==> src/common/dmaTransAckPkg.sv <==
////////////////////////////////////////////////////////////////////////////
// DMA transfer acknowledge shared definitions
// Byte address type, descriptor address operation codes and the default
// widths that the top level hands down to its submodules
////////////////////////////////////////////////////////////////////////////
package dmaTransAckPkg;

    ////////////////////////////////////////////////////////////////////////////
    // Types
    ////////////////////////////////////////////////////////////////////////////
    // Byte address on the AXI side
    typedef logic [31:0] addr_t;

    // Address operation from the descriptor
    typedef enum logic [1:0]
    {
        // On the source side no data is moved at all
        OP_NONE  = 2'd0,
        // Only this one advances the address
        OP_INCR  = 2'd1,
        OP_FIXED = 2'd2,
        OP_RSVD  = 2'd3
    } addrOp_t;

    ////////////////////////////////////////////////////////////////////////////
    // Default widths
    ////////////////////////////////////////////////////////////////////////////
    // Internal descriptor number
    localparam int DEF_NUM_INT_BDS_WIDTH = 2;

    // Byte count of a whole descriptor
    localparam int DEF_MAX_TRAN_SIZE_WIDTH = 23;

    // Byte count of one AXI burst, 4 KB max
    localparam int DEF_MAX_AXI_TRAN_SIZE_WIDTH = 13;

endpackage

==> src/common/tranDscrptrIf.sv <==
////////////////////////////////////////////////////////////////////////////
// Queued descriptor fields
// Carries the operation held in the read and write transaction queues to
// the acknowledge controller and the operation update datapath
////////////////////////////////////////////////////////////////////////////
interface tranDscrptrIf
    import dmaTransAckPkg::*;
#(
    parameter int NUM_INT_BDS_WIDTH   = DEF_NUM_INT_BDS_WIDTH,
    parameter int MAX_TRAN_SIZE_WIDTH = DEF_MAX_TRAN_SIZE_WIDTH
)
();

    // Operation fields
    addrOp_t                        srcOp;
    addrOp_t                        dstOp;
    addr_t                          srcAddr;
    addr_t                          dstAddr;
    logic [MAX_TRAN_SIZE_WIDTH-1:0] numOfBytes;
    logic                           extDscrptr;

    // Chaining fields
    logic                           chain;
    logic                           extDscrptrNxt;
    logic [NUM_INT_BDS_WIDTH-1:0]   nxtIntDscrptrNum;

    // Operation update side
    modport dpath (input srcOp, dstOp, srcAddr, dstAddr, numOfBytes, extDscrptr);

    // Sequencer side, only the chaining information
    modport ctrl (input chain, extDscrptrNxt, nxtIntDscrptrNum);

endinterface

==> src/hw/transAck/transAckCtrl.sv <==
////////////////////////////////////////////////////////////////////////////
// Transfer acknowledge controller
// Admits an arbiter request once both transaction queues have room, waits
// for the read control to be ready, pulses the acknowledge and, at the end
// of a descriptor chained to an internal one, holds a fetch request until
// the descriptor source mux takes it
////////////////////////////////////////////////////////////////////////////
module transAckCtrl
    import dmaTransAckPkg::*;
#(
    parameter int NUM_INT_BDS_WIDTH = DEF_NUM_INT_BDS_WIDTH
)
(
    input  logic                         clock,
    input  logic                         resetn,
    input  logic                         doTrans,
    input  logic                         spaceWrTranQueue,
    input  logic                         spaceRdTranQueue,
    input  logic                         rdyToAck,
    input  logic                         intFetchAck,
    input  logic                         opDone,
    tranDscrptrIf.ctrl                   dscrptr,
    output logic                         loadOp,
    output logic                         transAck,
    output logic                         fetchIntDscrptr,
    output logic [NUM_INT_BDS_WIDTH-1:0] intDscrptrNum
);

    typedef enum logic [1:0]
    {
        IDLE,
        WAIT_TRANS_RDY,
        WAIT_INT_DSCRPTR_FETCH
    } state_t;

    state_t state;
    state_t nextState;
    logic   startFetch;

    // Ready report accepted, datapath loads the new operation
    assign loadOp = (state == WAIT_TRANS_RDY) && rdyToAck;

    // Last piece of a descriptor whose successor is internal
    assign startFetch = loadOp && opDone && dscrptr.chain && !dscrptr.extDscrptrNxt;

    ////////////////////////////////////////////////////////////////////////////
    // Next state
    ////////////////////////////////////////////////////////////////////////////
    always_comb
    begin
        nextState = state;
        case (state)
            IDLE:
            begin
                // Hold off while either queue is full
                if (doTrans && spaceWrTranQueue && spaceRdTranQueue)
                begin
                    nextState = WAIT_TRANS_RDY;
                end
            end
            WAIT_TRANS_RDY:
            begin
                if (startFetch)
                begin
                    nextState = WAIT_INT_DSCRPTR_FETCH;
                end
                else if (loadOp)
                begin
                    nextState = IDLE;
                end
            end
            WAIT_INT_DSCRPTR_FETCH:
            begin
                if (intFetchAck)
                begin
                    nextState = IDLE;
                end
            end
            default:
            begin
                nextState = IDLE;
            end
        endcase
    end

    ////////////////////////////////////////////////////////////////////////////
    // Registered state and outputs
    ////////////////////////////////////////////////////////////////////////////
    always_ff @(posedge clock or negedge resetn)
    begin
        if (!resetn)
        begin
            state           <= IDLE;
            transAck        <= 1'b0;
            fetchIntDscrptr <= 1'b0;
        end
        else
        begin
            state           <= nextState;
            // One cycle pulse, the state leaves WAIT_TRANS_RDY on loadOp
            transAck        <= loadOp;
            fetchIntDscrptr <= (nextState == WAIT_INT_DSCRPTR_FETCH);
        end
    end

    // Descriptor number stays put for the whole fetch request
    always_ff @(posedge clock or negedge resetn)
    begin
        if (!resetn)
        begin
            intDscrptrNum <= '0;
        end
        else if (startFetch)
        begin
            intDscrptrNum <= dscrptr.nxtIntDscrptrNum;
        end
    end

endmodule

==> src/hw/transAck/opUpdate.sv <==
////////////////////////////////////////////////////////////////////////////
// Operation update datapath
// Computes the remaining byte count and the next source and destination
// addresses after one AXI burst, registers them with the data-valid flag
// on loadOp, and flags when the burst finishes the descriptor
////////////////////////////////////////////////////////////////////////////
module opUpdate
    import dmaTransAckPkg::*;
#(
    parameter int MAX_TRAN_SIZE_WIDTH     = DEF_MAX_TRAN_SIZE_WIDTH,
    parameter int MAX_AXI_TRAN_SIZE_WIDTH = DEF_MAX_AXI_TRAN_SIZE_WIDTH
)
(
    input  logic                               clock,
    input  logic                               resetn,
    input  logic                               loadOp,
    input  logic                               extDataValidRd,
    input  logic [MAX_AXI_TRAN_SIZE_WIDTH-1:0] srcAXINumOfBytes,
    tranDscrptrIf.dpath                        dscrptr,
    output logic                               opDone,
    output logic                               extDataValid,
    output logic [MAX_TRAN_SIZE_WIDTH-1:0]     newNumOfBytes,
    output addr_t                              newSrcAddr,
    output addr_t                              newDstAddr
);

    typedef logic [MAX_TRAN_SIZE_WIDTH-1:0] count_t;

    count_t burstBytes;
    addr_t  burstStep;
    logic   noOpSrc;
    logic   skipTransfer;
    count_t nextNumOfBytes;
    addr_t  nextSrcAddr;
    addr_t  nextDstAddr;

    // Burst length widened to count and address width
    assign burstBytes = count_t'(srcAXINumOfBytes);
    assign burstStep  = addr_t'(srcAXINumOfBytes);

    assign noOpSrc = (dscrptr.srcOp == OP_NONE);

    // External descriptor fetched without its data-ready bit, nothing moved
    assign skipTransfer = dscrptr.extDscrptr && !extDataValidRd;

    // Descriptor ends on a no-op or when this burst moves the rest
    assign opDone = noOpSrc || (!skipTransfer && (dscrptr.numOfBytes == burstBytes));

    ////////////////////////////////////////////////////////////////////////////
    // Updated operation
    ////////////////////////////////////////////////////////////////////////////
    always_comb
    begin
        nextNumOfBytes = dscrptr.numOfBytes;
        nextSrcAddr    = dscrptr.srcAddr;
        nextDstAddr    = dscrptr.dstAddr;
        if (noOpSrc)
        begin
            nextNumOfBytes = '0;
        end
        else if (!skipTransfer)
        begin
            nextNumOfBytes = dscrptr.numOfBytes - burstBytes;
            // Fixed and reserved operations keep the address
            if (dscrptr.srcOp == OP_INCR)
            begin
                nextSrcAddr = dscrptr.srcAddr + burstStep;
            end
            if (dscrptr.dstOp == OP_INCR)
            begin
                nextDstAddr = dscrptr.dstAddr + burstStep;
            end
        end
    end

    ////////////////////////////////////////////////////////////////////////////
    // Output registers, held between acknowledges
    ////////////////////////////////////////////////////////////////////////////
    always_ff @(posedge clock or negedge resetn)
    begin
        if (!resetn)
        begin
            extDataValid  <= 1'b0;
            newNumOfBytes <= '0;
            newSrcAddr    <= '0;
            newDstAddr    <= '0;
        end
        else if (loadOp)
        begin
            extDataValid  <= extDataValidRd;
            newNumOfBytes <= nextNumOfBytes;
            newSrcAddr    <= nextSrcAddr;
            newDstAddr    <= nextDstAddr;
        end
    end

endmodule

==> src/hw/transAck/dmaTransAck.sv <==
////////////////////////////////////////////////////////////////////////////
// DMA transfer acknowledge stage
// Acknowledges arbiter transfer requests with the updated operation and
// requests the next internal descriptor when a chained one completes
////////////////////////////////////////////////////////////////////////////
module dmaTransAck
    import dmaTransAckPkg::*;
#(
    parameter int NUM_INT_BDS_WIDTH       = DEF_NUM_INT_BDS_WIDTH,
    parameter int MAX_TRAN_SIZE_WIDTH     = DEF_MAX_TRAN_SIZE_WIDTH,
    parameter int MAX_AXI_TRAN_SIZE_WIDTH = DEF_MAX_AXI_TRAN_SIZE_WIDTH
)
(
    input  logic                               clock,
    input  logic                               resetn,
    // Arbiter and descriptor source mux
    input  logic                               doTrans,
    input  logic                               intFetchAck,
    // Read transfer control
    input  logic                               rdyToAck,
    input  logic                               extDataValid_DMARdTranCtrl,
    input  logic [MAX_AXI_TRAN_SIZE_WIDTH-1:0] srcAXINumOfBytes,
    // Write transaction queue
    input  logic                               spaceWrTranQueue,
    input  addrOp_t                            dstOp,
    input  addr_t                              dstAddr_WrTranQueue,
    // Read transaction queue
    input  logic                               spaceRdTranQueue,
    input  logic                               chain,
    input  logic                               extDscrptrNxt,
    input  logic                               extDscrptr,
    input  addrOp_t                            srcOp,
    input  addr_t                              srcAddr_RdTranQueue,
    input  logic [MAX_TRAN_SIZE_WIDTH-1:0]     numOfBytes_RdTranQueue,
    input  logic [NUM_INT_BDS_WIDTH-1:0]       nxtIntDscrptrNum_rdTranQueue,
    // Back to the arbiter
    output logic                               transAck,
    output logic                               extDataValid,
    output logic [MAX_TRAN_SIZE_WIDTH-1:0]     newNumOfBytes,
    output addr_t                              newSrcAddr,
    output addr_t                              newDstAddr,
    // To the descriptor source mux
    output logic                               fetchIntDscrptr,
    output logic [NUM_INT_BDS_WIDTH-1:0]       intDscrptrNum
);

    logic loadOp;
    logic opDone;

    tranDscrptrIf #(
        .NUM_INT_BDS_WIDTH   (NUM_INT_BDS_WIDTH),
        .MAX_TRAN_SIZE_WIDTH (MAX_TRAN_SIZE_WIDTH)
    ) dscrptrBus ();

    // Queue heads onto the descriptor bus
    assign dscrptrBus.srcOp            = srcOp;
    assign dscrptrBus.dstOp            = dstOp;
    assign dscrptrBus.srcAddr          = srcAddr_RdTranQueue;
    assign dscrptrBus.dstAddr          = dstAddr_WrTranQueue;
    assign dscrptrBus.numOfBytes       = numOfBytes_RdTranQueue;
    assign dscrptrBus.extDscrptr       = extDscrptr;
    assign dscrptrBus.chain            = chain;
    assign dscrptrBus.extDscrptrNxt    = extDscrptrNxt;
    assign dscrptrBus.nxtIntDscrptrNum = nxtIntDscrptrNum_rdTranQueue;

    transAckCtrl #(
        .NUM_INT_BDS_WIDTH (NUM_INT_BDS_WIDTH)
    ) transAckCtrlInst (
        .clock            (clock),
        .resetn           (resetn),
        .doTrans          (doTrans),
        .spaceWrTranQueue (spaceWrTranQueue),
        .spaceRdTranQueue (spaceRdTranQueue),
        .rdyToAck         (rdyToAck),
        .intFetchAck      (intFetchAck),
        .opDone           (opDone),
        .dscrptr          (dscrptrBus.ctrl),
        .loadOp           (loadOp),
        .transAck         (transAck),
        .fetchIntDscrptr  (fetchIntDscrptr),
        .intDscrptrNum    (intDscrptrNum)
    );

    opUpdate #(
        .MAX_TRAN_SIZE_WIDTH     (MAX_TRAN_SIZE_WIDTH),
        .MAX_AXI_TRAN_SIZE_WIDTH (MAX_AXI_TRAN_SIZE_WIDTH)
    ) opUpdateInst (
        .clock            (clock),
        .resetn           (resetn),
        .loadOp           (loadOp),
        .extDataValidRd   (extDataValid_DMARdTranCtrl),
        .srcAXINumOfBytes (srcAXINumOfBytes),
        .dscrptr          (dscrptrBus.dpath),
        .opDone           (opDone),
        .extDataValid     (extDataValid),
        .newNumOfBytes    (newNumOfBytes),
        .newSrcAddr       (newSrcAddr),
        .newDstAddr       (newDstAddr)
    );

endmodule

==> config.mk <==
export PLATFORM = sky130hd
export DESIGN_NAME = dmaTransAck
export DESIGN_NICKNAME = d
export VERILOG_FILES = /design/src/common/dmaTransAckPkg.sv /design/src/common/tranDscrptrIf.sv /design/src/hw/transAck/transAckCtrl.sv /design/src/hw/transAck/opUpdate.sv /design/src/hw/transAck/dmaTransAck.sv
export SDC_FILE = /design/constraint.sdc
export NUM_CORES = 1
export LEC_CHECK = 0
export ABC_AREA = 1
export ABC_CLOCK_PERIOD_IN_PS = 1300
export BUFFER_PORTS_ARGS = -buffer_cell sky130_fd_sc_hd__buf_2
export CAP_MARGIN = 25
export CORE_MARGIN = 4
export CORE_UTILIZATION = 49
export DETAILED_ROUTE_END_ITERATION = 8
export PLACE_DENSITY_LB_ADDON = 0.05
export SLEW_MARGIN = 30
export SYNTH_ARGS = -nofsm -noshare
export SYNTH_HDL_FRONTEND = slang
export SYNTH_SLANG_ARGS = --single-unit
==> constraint.sdc <==
create_clock -name clock -period 1.3 [get_ports clock]
set_input_delay 0.26 -clock clock [delete_from_list [all_inputs] [get_ports clock]]
set_output_delay 0.26 -clock clock [all_outputs]
set_load 0.05 [all_outputs]
==> results.md <==
- Status: finished, violations left
- Violated checks: setup timing
- Clk buf depth: 2
- Initial Util: 0.500
- Slew Limit Headroom: 0.713
- FF-to-FF Start: transAckCtrlInst.state[1]
- RR Endpoint: opUpdateInst.newNumOfBytes[2]
- Pleak: 7.09 nW
- Max Cap Viol: 0
- Synth top cells by count: nand2_1 (481), inv_1 (175), nand3_1 (151), nor2_1 (95), dfrtp_1 (94)
- Hold_sp: intFetchAck
- Sequential share of the synthesized area: 0.296
- Global-route wire length before repair: 47100 µm
- Netlist Area Pre-Place: 0.00794 mm²
- Routed wire length: 35600 µm
- Worst hold endpoint: transAckCtrlInst.fetchIntDscrptr
- Max Slew Vio Count: 0
- Antenna viol nets, final: 0
- Area leader, netlist: dfrtp_1
- Clock Skews: 0.00851 ns
- DP Area: 0.0113 mm²
- PortBufs: 208
- Hold Path Depth: 2
- Final Instance Area: 0.0138 mm²
- Final setup fails: 92
- Remaining Overflow, GRT: 0
- Total CTS buffers: 9
- WL/cell: 18.8 µm
- RSZ-0062 raised after global routing: true
- Die H: 135 µm
- Final nets: 1828
- Number of global-route vias before repair: 9637
- Number of flops mapped to enable cells by yosys: 0
- Via/cell ratio: 5.70
- Reg2Reg Depth: 8
- Post-synth top area share: 0.296
- Syn. warnings: 0
- Synth Area per Inst: 6.22 µm²
- GPL Wtd Cong: 0.924
- Worst setup path category: input pin to register
- Vias post-DR: 10.8k
- CTS Sinks: 94
- Dominant cells by area after synthesis: dfrtp_1 (30%), nand2_1 (23%), nand3_1 (9.5%)
- Fin crit period: 1.49 ns
- Reg2reg setup slack: -0.16 ns
- Core area: 0.0159 mm²
- Dpl cells: 1822
- Final worst-path cycle share: 1.15
- Post-Syn Nets: 1435
- Non-Filler Instances: 1892
- Post-layout total power: 21.4 mW
- Worst VDD drop: 1.46 mV
- Critical Path Fanout Max: 5
- Primary FF master, synth: dfrtp_1
- Initial antenna violation count: 2
- Dpl ws: -0.635 ns
- Cell with the most instances after synthesis: nand2_1
- #FFs+latches synth: 94
- Die width: 135 µm
- Largest net degree at the start of global routing: 30
- Final Hold Viols: 0
- HPWL Detailed: 21200 µm
- Top Ports: 209
- Startpoint Class: input pin
- DRC errors left: 0
- Area Overhead vs Synth: 73.4%
- Final Util: 0.867
- GRT Total Usage: 0.320
- Clk_lat worst skew: 0.37 ns
- P per Cell Area: 1550 mW/mm²
- CTS H-tree depth: 3
- Max frequency: 669 MHz
- Clock Pin Slew Worst Setup and Hold Paths: 0.08 ns
- Post-synth ARST share: 1.00
- CTS tree: yes
- Critical Path AT: 1.74 ns
- Critical Path Start: srcAXINumOfBytes[0]
- Worst-Margin Slew: 0.430 ns
- Share of layout cells above drive strength 1: 0.492
- HP Class: input pin to register
- Fillers: 884
- Final WS setup: -0.194 ns
- Die Area: 0.0183 mm²
- CP Data Required Time: 1.55 ns
- # rows: 46
- CTS root buf: clkbuf_16
- Post-synth cell types: 41
- Syn Inst Count: 1276
- Endpoint class of the critical path: register
- Drt first-iter violations: 1144
- TritonRoute pass-1 iters: 5
-- cells in the final DEF (no fill, tap or decap), drive strengths merged, types with 2 or more instances in the layout --
master / Yosys / final
nand2: 491 / 497
buf: 19 / 389
inv: 179 / 180
nand3: 153 / 153
nor2: 105 / 105
dfrtp: 94 / 94
ha: 39 / 39
a21oi: 36 / 36
nand4: 34 / 34
o21ai: 33 / 33
clkbuf: 10 / 26
nor3: 23 / 23
or2: 12 / 12
a2bb2oi: 12 / 12
and2: 5 / 5
nand3b: 4 / 4
o211ai: 4 / 4
o21a: 4 / 4
xnor2: 4 / 4
clkinv: 1 / 4
xor2: 3 / 3
fa: 3 / 3
o31ai: 3 / 3
diode: 0 / 2
nor3b: 2 / 2
-- per-layer routing --
layer	GRT usage	routed length [µm]
met5	0	0
met4	0.119	2220
met3	0.0494	3300
met2	0.536	17000
met1	0.420	13100
-- worst max-delay path, cell delays in order --
cell and delay, ns:
buf_12 0.11, ha_4 0.16, fa_2 0.35, nand2_2 0.09, nand2_2 0.07, nand3b_1 0.12, nand2_2 0.14, nand2_4 0.12
nand2_4 0.09, nand2_2 0.07, nand2_1 0.05, nand3_1 0.06, nand2_1 0.06
-- final cells by class --
cell class | instances | area (µm²) | area share
Timing Repair Buffer | 405 | 3150 | 0.229
Sequential cell | 94 | 2350 | 0.171
Clock inverter | 5 | 57.6 | 0.00418
Clock buffer | 11 | 253 | 0.0184
Multi-Input combinational cell | 979 | 6950 | 0.505
Inverter | 180 | 731 | 0.0531
Antenna cell | 2 | 5.00 | 0.000363
Tap cell | 216 | 270 | 0.0196
-- where the power goes --
group | leakage (nW) | internal, mW | switching [mW]
Combinational | 5.77 | 4.25 | 9.11
Sequential | 1.16 | 4.26 | 0.887
Clock | 0.155 | 1.60 | 1.29
Total | 7.09 | 10.1 | 11.3
-- stage by stage --
stage                     hold WS [ns]  TNS [ns]
after floorplan                -0.0356     -9.02
after global placement           0.156    -39.55
after detailed placement         0.159    -41.69
after CTS                       0.0772     -3.43
after global routing            0.0984    -12.80
final                            0.102     -7.97
-- registers in the layout, indices dropped and copies added, names as in the netlist --
register and flops:
transAckCtrlInst.transAck 1, opUpdateInst.newSrcAddr 32, transAckCtrlInst.fetchIntDscrptr 1, transAckCtrlInst.intDscrptrNum 2, opUpdateInst.newDstAddr 32, transAckCtrlInst.state 2, opUpdateInst.newNumOfBytes 23, opUpdateInst.extDataValid 1
-- cells by family after synthesis --
kind of cell               synth area share
buffers and inverters                 0.103
DFF                                   0.296
AOI/OAI and AO/OA                    0.0690
xor gates and xnor gates            0.00772
and+or+nand+nor                       0.455
adders and majority gates            0.0690
-- repair_timing --
action,4_1_cts,5_1_grt
endpoints found under the hold margin,14,0
endpoints found under the setup margin,81,93
pin swaps,76,156
resized for setup,173,249
buffers inserted,14,26
hold buffers,1,0
cloned,7,6
-- how the worst max path moves through the flow --
stage,cells past startpoint,to
final,13,opUpdateInst.newSrcAddr[26]
after global placement,13,opUpdateInst.newSrcAddr[20]
after detailed placement,13,opUpdateInst.newSrcAddr[20]
after global routing,13,opUpdateInst.newSrcAddr[10]
after floorplan,12,opUpdateInst.newDstAddr[30]
after CTS,13,opUpdateInst.newSrcAddr[26]
(Power assumes the default switching activity.)
